[src/qa_pkg.sv]
/*
 * Shared definitions for the accelerator driver shell host tap.
 * Holds the reduced host-interface channel structs, the c0 receive header
 * union, request and response codes, the MMIO register map and the
 * constants that the tap injects into device status memory.
 */

package qa_pkg;

    // Accelerator ID that software finds in DSM line 0
    localparam logic [127:0] qa_afu_id = 128'h5f3c_91a0_4d7e_4b2a_8c16_0e93_b41f_7c0e;

    // Request tag that marks writes injected by the driver
    // The user accelerator must never issue a write with this tag
    localparam logic [7:0] qa_driver_write_tag = 8'hfe;

    // MMIO byte addresses of the driver CSRs
    localparam logic [15:0] csr_addr_dsm_base = 16'h0100;
    localparam logic [15:0] csr_addr_scratch  = 16'h0108;

    // Scalar types shared by all channels
    typedef logic [31:0]  t_line_addr;
    typedef logic [7:0]   t_mdata;
    typedef logic [127:0] t_line_data;
    typedef logic [63:0]  t_mmio_data;

    // Memory request codes on the transmit channels
    typedef enum logic [1:0]
    {
        req_wrline = 2'b00,
        req_rdline = 2'b01
    } t_req_type;

    // Response codes on c0 receive
    // MMIO requests from the host share the c0 receive channel with read data
    typedef enum logic [1:0]
    {
        rsp_read        = 2'b00,
        rsp_write       = 2'b01,
        rsp_mmio_wr_req = 2'b10,
        rsp_mmio_rd_req = 2'b11
    } t_rsp_type;

    // Write request on c1 transmit
    typedef struct packed
    {
        logic       valid;
        t_req_type  req_type;
        t_line_addr address;
        t_mdata     mdata;
        t_line_data data;
    } t_c1_tx;

    // Read request on c0 transmit
    typedef struct packed
    {
        logic       valid;
        t_line_addr address;
        t_mdata     mdata;
    } t_c0_tx;

    // MMIO read response on c2 transmit
    // The tid echoes the tid of the MMIO read request
    typedef struct packed
    {
        logic       valid;
        logic [8:0] tid;
        t_mmio_data data;
    } t_c2_tx;

    // Write response on c1 receive
    typedef struct packed
    {
        logic   valid;
        t_mdata mdata;
    } t_c1_rx;

    // Memory response view of the c0 receive header
    // The reserved bits pad this view to the MMIO request width
    typedef struct packed
    {
        t_rsp_type   rsp_type;
        logic [16:0] rsvd;
        t_mdata      mdata;
    } t_mem_rsp_hdr;

    // MMIO request view of the c0 receive header
    typedef struct packed
    {
        t_rsp_type   rsp_type;
        logic [15:0] address;
        logic [8:0]  tid;
    } t_mmio_req_hdr;

    // One c0 receive header decoded two ways
    // The rsp_type field occupies the top two bits in both views, so either
    // view can be used to tell a read response from an MMIO request
    typedef union packed
    {
        t_mem_rsp_hdr  mem;
        t_mmio_req_hdr mmio;
    } t_c0_rx_hdr;

    // Response on c0 receive
    // For MMIO writes the register value travels in data[63:0]
    typedef struct packed
    {
        logic       valid;
        t_c0_rx_hdr hdr;
        t_line_data data;
    } t_c0_rx;

    // Driver CSR values that the host tap monitors
    typedef struct packed
    {
        t_line_addr dsm_base;
        logic       dsm_base_valid;
        t_mmio_data scratch;
    } t_csr_state;

endpackage

[src/qa_csr.sv]
/*
 * Driver CSR block.
 * Decodes host MMIO requests arriving on c0 receive, holds the DSM base
 * address with its valid flag and a scratch register, and answers each
 * MMIO read with one response on c2 transmit a cycle later.
 */

module qa_csr
(
    input  logic               clk,
    input  logic               reset,

    // Host MMIO requests share the c0 receive channel with read data
    input  qa_pkg::t_c0_rx     c0_rx,

    // MMIO read responses
    output qa_pkg::t_c2_tx     c2_tx,

    // Register values for the host tap
    output qa_pkg::t_csr_state csr
);

    import qa_pkg::*;

    // MMIO request view of the incoming header
    t_mmio_req_hdr mmio_hdr;

    logic mmio_wr;
    logic mmio_rd;

    // Value returned for the address in the current read request
    t_mmio_data rd_data;

    always_comb
    begin
        mmio_hdr = c0_rx.hdr.mmio;

        mmio_wr = c0_rx.valid && (mmio_hdr.rsp_type == rsp_mmio_wr_req);
        mmio_rd = c0_rx.valid && (mmio_hdr.rsp_type == rsp_mmio_rd_req);
    end

    // Read decode
    // Unmapped addresses return zero
    always_comb
    begin
        rd_data = '0;

        case (mmio_hdr.address)
            csr_addr_dsm_base:
            begin
                rd_data = t_mmio_data'(csr.dsm_base);
            end
            csr_addr_scratch:
            begin
                rd_data = csr.scratch;
            end
            default:
            begin
                rd_data = '0;
            end
        endcase
    end

    // Register writes take effect on the next edge
    // Writing the DSM base also marks it valid, which starts the ID write
    always_ff @(posedge clk)
    begin
        if (reset)
        begin
            csr <= '0;
        end
        else if (mmio_wr)
        begin
            if (mmio_hdr.address == csr_addr_dsm_base)
            begin
                csr.dsm_base       <= c0_rx.data[31:0];
                csr.dsm_base_valid <= 1'b1;
            end

            if (mmio_hdr.address == csr_addr_scratch)
            begin
                csr.scratch <= c0_rx.data[63:0];
            end
        end
    end

    // One response per read request, exactly one cycle later
    always_ff @(posedge clk)
    begin
        if (reset)
        begin
            c2_tx.valid <= 1'b0;
        end
        else
        begin
            c2_tx.valid <= mmio_rd;
        end
    end

    // Response payload keeps the request's tid
    always_ff @(posedge clk)
    begin
        if (mmio_rd)
        begin
            c2_tx.tid  <= mmio_hdr.tid;
            c2_tx.data <= rd_data;
        end
    end

endmodule

[src/qa_driver_top.sv]
/*
 * Driver shell top level.
 * Joins the host tap and the CSR block. The CSR block watches the c0
 * receive stream that the tap hands to the accelerator and sends its MMIO
 * read responses back through the tap.
 */

module qa_driver_top
(
    input  logic           clk,
    input  logic           reset,

    // Platform side
    output qa_pkg::t_c0_tx fiu_c0_tx,
    output qa_pkg::t_c1_tx fiu_c1_tx,
    output qa_pkg::t_c2_tx fiu_c2_tx,
    input  logic           fiu_c0_alm_full,
    input  logic           fiu_c1_alm_full,
    input  qa_pkg::t_c0_rx fiu_c0_rx,
    input  qa_pkg::t_c1_rx fiu_c1_rx,

    // Accelerator side, which has no MMIO response channel
    input  qa_pkg::t_c0_tx afu_c0_tx,
    input  qa_pkg::t_c1_tx afu_c1_tx,
    output logic           afu_c0_alm_full,
    output logic           afu_c1_alm_full,
    output qa_pkg::t_c0_rx afu_c0_rx,
    output qa_pkg::t_c1_rx afu_c1_rx
);

    import qa_pkg::*;

    // MMIO read responses from the CSR block into the tap
    t_c2_tx     csr_c2_tx;

    // CSR values watched by the tap
    t_csr_state csr_state;

    qa_fiu_tap tap
    (
        .clk             (clk),
        .reset           (reset),
        .fiu_c0_tx       (fiu_c0_tx),
        .fiu_c1_tx       (fiu_c1_tx),
        .fiu_c2_tx       (fiu_c2_tx),
        .fiu_c0_alm_full (fiu_c0_alm_full),
        .fiu_c1_alm_full (fiu_c1_alm_full),
        .fiu_c0_rx       (fiu_c0_rx),
        .fiu_c1_rx       (fiu_c1_rx),
        .afu_c0_tx       (afu_c0_tx),
        .afu_c1_tx       (afu_c1_tx),
        .afu_c2_tx       (csr_c2_tx),
        .afu_c0_alm_full (afu_c0_alm_full),
        .afu_c1_alm_full (afu_c1_alm_full),
        .afu_c0_rx       (afu_c0_rx),
        .afu_c1_rx       (afu_c1_rx),
        .csr             (csr_state)
    );

    // The CSR block sees the same c0 receive stream as the accelerator
    qa_csr csr_regs
    (
        .clk   (clk),
        .reset (reset),
        .c0_rx (afu_c0_rx),
        .c2_tx (csr_c2_tx),
        .csr   (csr_state)
    );

endmodule

[src/qa_fiu_tap.sv]
/*
 * Host interface tap of the driver shell.
 * Passes all channels between the platform and the accelerator. In idle
 * write slots it injects the accelerator ID write to DSM line 0 and maps
 * the pending MMIO read response onto a write to DSM line 1. Write
 * responses carrying the driver tag are removed from the accelerator side.
 */

module qa_fiu_tap
(
    input  logic               clk,
    input  logic               reset,

    // Platform side
    output qa_pkg::t_c0_tx     fiu_c0_tx,
    output qa_pkg::t_c1_tx     fiu_c1_tx,
    output qa_pkg::t_c2_tx     fiu_c2_tx,
    input  logic               fiu_c0_alm_full,
    input  logic               fiu_c1_alm_full,
    input  qa_pkg::t_c0_rx     fiu_c0_rx,
    input  qa_pkg::t_c1_rx     fiu_c1_rx,

    // Accelerator side
    input  qa_pkg::t_c0_tx     afu_c0_tx,
    input  qa_pkg::t_c1_tx     afu_c1_tx,
    input  qa_pkg::t_c2_tx     afu_c2_tx,
    output logic               afu_c0_alm_full,
    output logic               afu_c1_alm_full,
    output qa_pkg::t_c0_rx     afu_c0_rx,
    output qa_pkg::t_c1_rx     afu_c1_rx,

    // Driver CSR values
    input  qa_pkg::t_csr_state csr
);

    import qa_pkg::*;

    // Set once the accelerator ID write has actually gone out
    logic did_afu_id_write;

    // Single holding register for an MMIO read response waiting for a
    // free write slot
    // Only one MMIO read may be in flight, so one entry is enough
    logic       mmio_rsp_valid;
    t_mmio_data mmio_rsp_data;

    // A write slot is free when the platform accepts writes and the
    // accelerator is not using the slot itself
    logic slot_free;
    logic inject_afu_id;
    logic inject_mmio_rsp;

    always_comb
    begin
        slot_free = !fiu_c1_alm_full && !afu_c1_tx.valid;

        // The ID write comes first, the MMIO response waits behind it
        inject_afu_id   = slot_free && csr.dsm_base_valid && !did_afu_id_write;
        inject_mmio_rsp = slot_free && !inject_afu_id && mmio_rsp_valid;
    end

    // Request channels toward the platform
    always_comb
    begin
        fiu_c0_tx       = afu_c0_tx;
        afu_c0_alm_full = fiu_c0_alm_full;
        afu_c1_alm_full = fiu_c1_alm_full;
        fiu_c2_tx       = afu_c2_tx;

        fiu_c1_tx = afu_c1_tx;

        if (inject_afu_id)
        begin
            // DSM line 0 gets the accelerator ID
            fiu_c1_tx.valid    = 1'b1;
            fiu_c1_tx.req_type = req_wrline;
            fiu_c1_tx.address  = csr.dsm_base;
            fiu_c1_tx.mdata    = qa_driver_write_tag;
            fiu_c1_tx.data     = qa_afu_id;
        end
        else if (inject_mmio_rsp)
        begin
            // DSM line 1 gets the MMIO read data in the low 64 bits
            // Bit 64 tells software that the line has been written
            fiu_c1_tx.valid    = 1'b1;
            fiu_c1_tx.req_type = req_wrline;
            fiu_c1_tx.address  = csr.dsm_base + t_line_addr'(1);
            fiu_c1_tx.mdata    = qa_driver_write_tag;
            fiu_c1_tx.data     = {63'b0, 1'b1, mmio_rsp_data};
        end
    end

    // Response channels toward the accelerator
    always_comb
    begin
        afu_c0_rx = fiu_c0_rx;
        afu_c1_rx = fiu_c1_rx;

        // Responses to the driver's own writes stop here
        if (fiu_c1_rx.valid && (fiu_c1_rx.mdata == qa_driver_write_tag))
        begin
            afu_c1_rx.valid = 1'b0;
        end
    end

    // The ID write is tracked only when it is really issued, so
    // back-pressure just postpones it
    always_ff @(posedge clk)
    begin
        if (reset)
        begin
            did_afu_id_write <= 1'b0;
        end
        else if (inject_afu_id)
        begin
            did_afu_id_write <= 1'b1;
        end
    end

    // Capture an MMIO read response while the holding register is empty
    // and release it once its write has been issued
    always_ff @(posedge clk)
    begin
        if (reset)
        begin
            mmio_rsp_valid <= 1'b0;
        end
        else if (inject_mmio_rsp)
        begin
            mmio_rsp_valid <= 1'b0;
        end
        else if (!mmio_rsp_valid)
        begin
            mmio_rsp_valid <= afu_c2_tx.valid;
        end
    end

    // Response data follows the same capture condition
    always_ff @(posedge clk)
    begin
        if (!mmio_rsp_valid)
        begin
            mmio_rsp_data <= afu_c2_tx.data;
        end
    end

endmodule

[config.mk]
export PLATFORM = sky130hd
export DESIGN_NAME = qa_driver_top
export DESIGN_NICKNAME = d
export VERILOG_FILES = /design/src/qa_pkg.sv /design/src/qa_csr.sv /design/src/qa_driver_top.sv /design/src/qa_fiu_tap.sv
export SDC_FILE = /design/constraint.sdc
export NUM_CORES = 1
export LEC_CHECK = 0
export ABC_AREA = 1
export BUFFER_PORTS_ARGS = -buffer_cell sky130_fd_sc_hd__buf_2
export CORE_AREA = 2 2 325 327
export DETAILED_ROUTE_END_ITERATION = 7
export DIE_AREA = 0 0 327 329
export HOLD_SLACK_MARGIN = 0.02
export SLEW_MARGIN = 15
export SYNTH_ARGS = -nofsm -noshare
export SYNTH_HDL_FRONTEND = slang
export SYNTH_SLANG_ARGS = --single-unit
[constraint.sdc]
create_clock -name clk -period 15.5 [get_ports clk]
set_input_delay 0.775 -clock clk [delete_from_list [all_inputs] [get_ports clk]]
set_output_delay 0.775 -clock clk [all_outputs]
set_load 0.02 [all_outputs]
# Yosys cells after proc, flatten, opt, wreduce, memory -nomap -nowiden
# Cells that the tools add are included.
dict set report word_totals {
  reg_bits 237
  latch_bits 0
  mem_bits_rw 0
  mem_bits_ro 0
  input_bits 381
  output_inout_bits 453
  memories 0
}
dict set report classes {
  addsub 1
  n_mul 0
  div_mod_pow 0
  magnitude_cmp 0
  n_eq_ne 5
  n_shift 0
  n_mux 5
  bitwise_logic 0
  reduce_logical 15
}
# operator count
set ops {}
lappend ops {{171-bit 2-to-1 mux} 2}
lappend ops {{64-bit case mux with 2 select lines} 1}
lappend ops {{32-bit by 1-bit adder with 32-bit output, second input constant} 1}
lappend ops {{16-bit by 9-bit == test with 1-bit output, second input constant} 2}
lappend ops {{8-bit == test, second input constant} 1}
lappend ops {{1-bit logical AND} 8}
lappend ops {{2-bit == test, second input constant} 2}
lappend ops {{1-bit logical NOT} 4}
lappend ops {{2-bit AND reduction} 2}
lappend ops {{1-bit 2-to-1 mux} 2}
lappend ops {{2-bit OR reduction} 1}

# Depth between registers and ports, before layout
dict set report logic_depth {
  depth_word 9
  mapped_depth 10
  mapped_depth_nobuf 10
}

# Cells and area by module
# A second synthesis with hierarchy kept.
dict set report unflattened {
  cells_unflattened 2059
  area_unflattened_um2 14821.7
}
# mod instances cells_per_inst area_each_um2 seq_area_each_um2
set by_module_without_submodules {}
lappend by_module_without_submodules {qa_csr 1 964 7508.5 4154.0}
lappend by_module_without_submodules {qa_fiu_tap 1 1095 7313.3 1961.9}

# Worst setup path before layout
# OpenSTA, ideal clock, no wires.
dict set report synth_path {
  path_kind {input port to flip-flop}
  start {in fiu_c0_rx[155] in the netlist's numbering}
  end {reg csr_regs.c2_tx[0] in the netlist's numbering (enable)}
  setup_time_ps 594
  arrival_time_ps 5796
  setup_slack_ps 9110
  cell_stages 2
  cell_sequence {inv_1 -> nor3_1}
}
dict set report synth_between {
  elab_chain_cells 1
}
# item line
set synth_rtl {}
lappend synth_rtl {{start: declaration} qa_driver_top.sv:19} ;# input qa_pkg::t_c0_rx fiu_c0_rx,
lappend synth_rtl {{1-bit logical AND} qa_csr.sv:39} ;# mmio_rd = c0_rx.valid && (mmio_hdr.rsp_type == rsp_mmio_rd_req);
lappend synth_rtl {{named net csr_regs.mmio_rd} qa_csr.sv:29} ;# logic mmio_rd;
lappend synth_rtl {{end: declaration} qa_csr.sv:17} ;# output qa_pkg::t_c2_tx c2_tx,
# The timed path passes the listed nets, and every way through them passes these cells.
# A chain may end at the register's enable or synchronous reset.

==> out/metrics.cfg <==
[placed_design]
dp_hpwl_um=71800
io_buffers=621
place_area_um2=16400
dp_slack_ns=11.19
gp_congestion=0.878
place_inst=3448

[floorplanning]
start_util_pct=12.9
rows=119
dieArea_um2=108000
die_w_um=327
ios=834
die_h_um=329
core-area_um2=104000

[grt]
grt_pass1_vias=12300
grtUsageMet3_pct=5.28
met1_usage_pct=18.5
grt_use_met2_pct=26.0
antenna_found_initial=33
top_usage_layer=met2
grt_usage_pct=15.5
grt-ovfl-total=0
grt_max_degree=74
grt_pass1_wl_um=113000

[timing]
clock_skew_ns=0.0225
hold_viol=0
setup_ws_ns=11.32
max_freq_mhz=239
rsz0062_at_grt=false
slew_headroom_pct=33.8
setup_tns_ns=0
finalSetupViolations=0
tightest_slew_ns=0.991
slew_violations=0
finalCritPeriodShare_pct=27.0
hold_slack_ns=0.406
fin_crit_ns=4.18

[cts]
cts.clk_slew.worst_paths_ns=0.06
postCtsSetupBuffers=0
ctsResizeCount=0
cts-root-buf=clkbuf_16
cts.sinks=237
cts_tree=yes
cts_buffer_depth=3
hold_buffers=0
clkLatencyLatePin_ns=0.58
htreeDepth=1
cts_buffers=29

[setup_path]
r2r-end=tap.mmio_rsp_valid
r2r-start=csr_regs.csr[64]
cp_max_fo=52
end_kind=output port
crit_required_ns=14.73
worst_setup_path_start_kind=input port
reg2reg_depth=6
rrSetupSlack_ns=13.23
worstPathArrival_ns=3.41
crit_type=in -> out

[detailed_routing]
wl_per_cell_um=25.1
ant_nets=0
vias=13500
drt_iter0_markers=952
drc=0
via_per_inst=3.84
drt-total-wl_um=88200
first_pass_iters=5

[synthesis]
syn_inst=1740
synth_cell_types=32
synthesis.nets=2122
synth-seq-area-share_pct=45.6
yosys_warnings=0
syn_area_per_cell_um2=7.71
synth_ff_type=edfxtp_1
ys_ff_latch=237
syn_area_um2=13400
synth_edf_count=137
async_flop_share_pct=0

[worst_hold_path]
timing.hold.worst_endpoint=csr_regs.c2_tx[64]
hold_depth=1
hold_start=fiu_c0_rx[128]
hold_class=in -> reg

[layout]
fin_cells=3508
fin_area_um2=17400
syn_to_final_growth_pct=29.4
final_layout_size_suffix_gt1_share_pct=33.4
final_util_pct=16.6
fin_nets=2470

[status]
status=completed

[power]
power_mw=1.59
p_leak_nw=6.78
power.density_nw_per_um2=91.7
vdd.ir_drop.worst_mv=0.0746

[flow_run]
cap_violations=0

==> power breakdown <==
part	internal [mW]	switching, mW	total (mW)
Combinational	0.0701	0.161	0.232
Sequential	0.677	0.00993	0.687
Clock	0.379	0.295	0.674
==> layer usage <==
metal / vias to the layer above / wire length [um]
met2: 697 / 41800
met4: 20 / 3050
li1: 6280 / -
met3: 152 / 8680
met5: - / 132
met1: 6309 / 34500
==> synth_stat cells, types with 2 or more instances <==
library cell	number	area share, %
nand3_1	57	2.1
inv_1	104	2.9
nand4_1	129	6.0
nor2_1	252	7.0
clkbuf_1	66	1.8
nor3_4	2	0.24
nor2_2	5	0.23
buf_2	44	1.6
o211ai_1	8	0.45
a21oi_1	101	3.8
o21ai_1	28	1.0
o21ai_0	86	3.2
nand2_1	382	11
buf_4	209	12
dfxtp_1	100	15
xor2_1	3	0.20
and2_1	2	0.093
nor3_1	4	0.15
edfxtp_1	137	31
nand3b_1	5	0.28
buf_1	5	0.14
==> worst max-delay path by stage <==
stage                                    start                end  slack, ns  depth (start not counted)
after CTS                 tap.did_afu_id_write     fiu_c1_tx[154]      11.17                         11
after detailed placement        afu_c1_tx[170]     fiu_c1_tx[139]      11.19                         11
after global placement          afu_c1_tx[170]     fiu_c1_tx[139]      11.21                         11
after floorplan                 fiu_c0_rx[155]  csr_regs.c2_tx[0]       9.11                          2
final                           afu_c1_tx[170]     fiu_c1_tx[139]      11.32                         11
after global routing      tap.did_afu_id_write     fiu_c1_tx[152]      11.03                         11
==> registers in the layout (all words and copies together) (netlist names) <==
signal / cells
tap.did_afu_id_write: 1
tap.mmio_rsp_data: 64
csr_regs.c2_tx: 74
csr_regs.csr: 97
tap.mmio_rsp_valid: 1
==> cells in the final DEF (no fill, tap or decap), types with 2 or more instances in the layout <==
master,synthesis,routed
buf_4,209,21
nand3_4,0,2
nor3_4,2,2
inv_1,104,102
nand4_1,129,129
nand2_1,382,381
edfxtp_1,137,137
nor2_1,252,249
inv_2,1,2
a21oi_1,101,101
o21ai_1,28,28
nand3_1,57,56
clkinv_2,0,2
o21ai_0,86,86
diode_2,0,7
dfxtp_1,100,100
nor2_2,5,5
clkbuf_16,0,29
inv_6,0,3
nor3_1,4,2
xor2_1,3,3
clkbuf_1,66,9
clkinv_1,1,2
nand3b_1,5,5
clkbuf_8,0,3
o211ai_1,8,8
nor3_2,0,2
clkinv_4,0,2
and2_1,2,2
buf_2,44,620
nor2_4,1,4
inv_4,0,2
==> logic make-up after synthesis <==
kind of cell	Yosys count	synth area share, %
compound gates	225	8.59
xor+xnor	4	0.261
fa+ha+maj	1	0.0932
buf+inv	430	18.3
flops	237	45.6
simple gates	843	27.2
==> final cells by class <==
| class | count | area [um^2] |
|---|---|---|
| sequential | 237 | 6120 |
| timing repair buffer | 641 | 3260 |
| clock inverter | 12 | 111 |
| clock buffer | 41 | 801 |
| antenna | 7 | 17.5 |
| inverter | 106 | 402 |
| multi-input combinational | 1073 | 4920 |
| fill | 11900 | 87000 |
| tap | 1391 | 1740 |
==> critical path, stage by stage <==
cell and delay [ns]:
buf_2 0.14, nor2_1 0.30, nand3_4 0.55, buf_4 0.50, nand2_1 0.13, inv_1 0.06, buf_4 0.25, nand2_1 0.12
o211ai_1 0.08, o21ai_0 0.21, buf_2 0.25
Note: power is estimated with default switching activity, not from simulation.
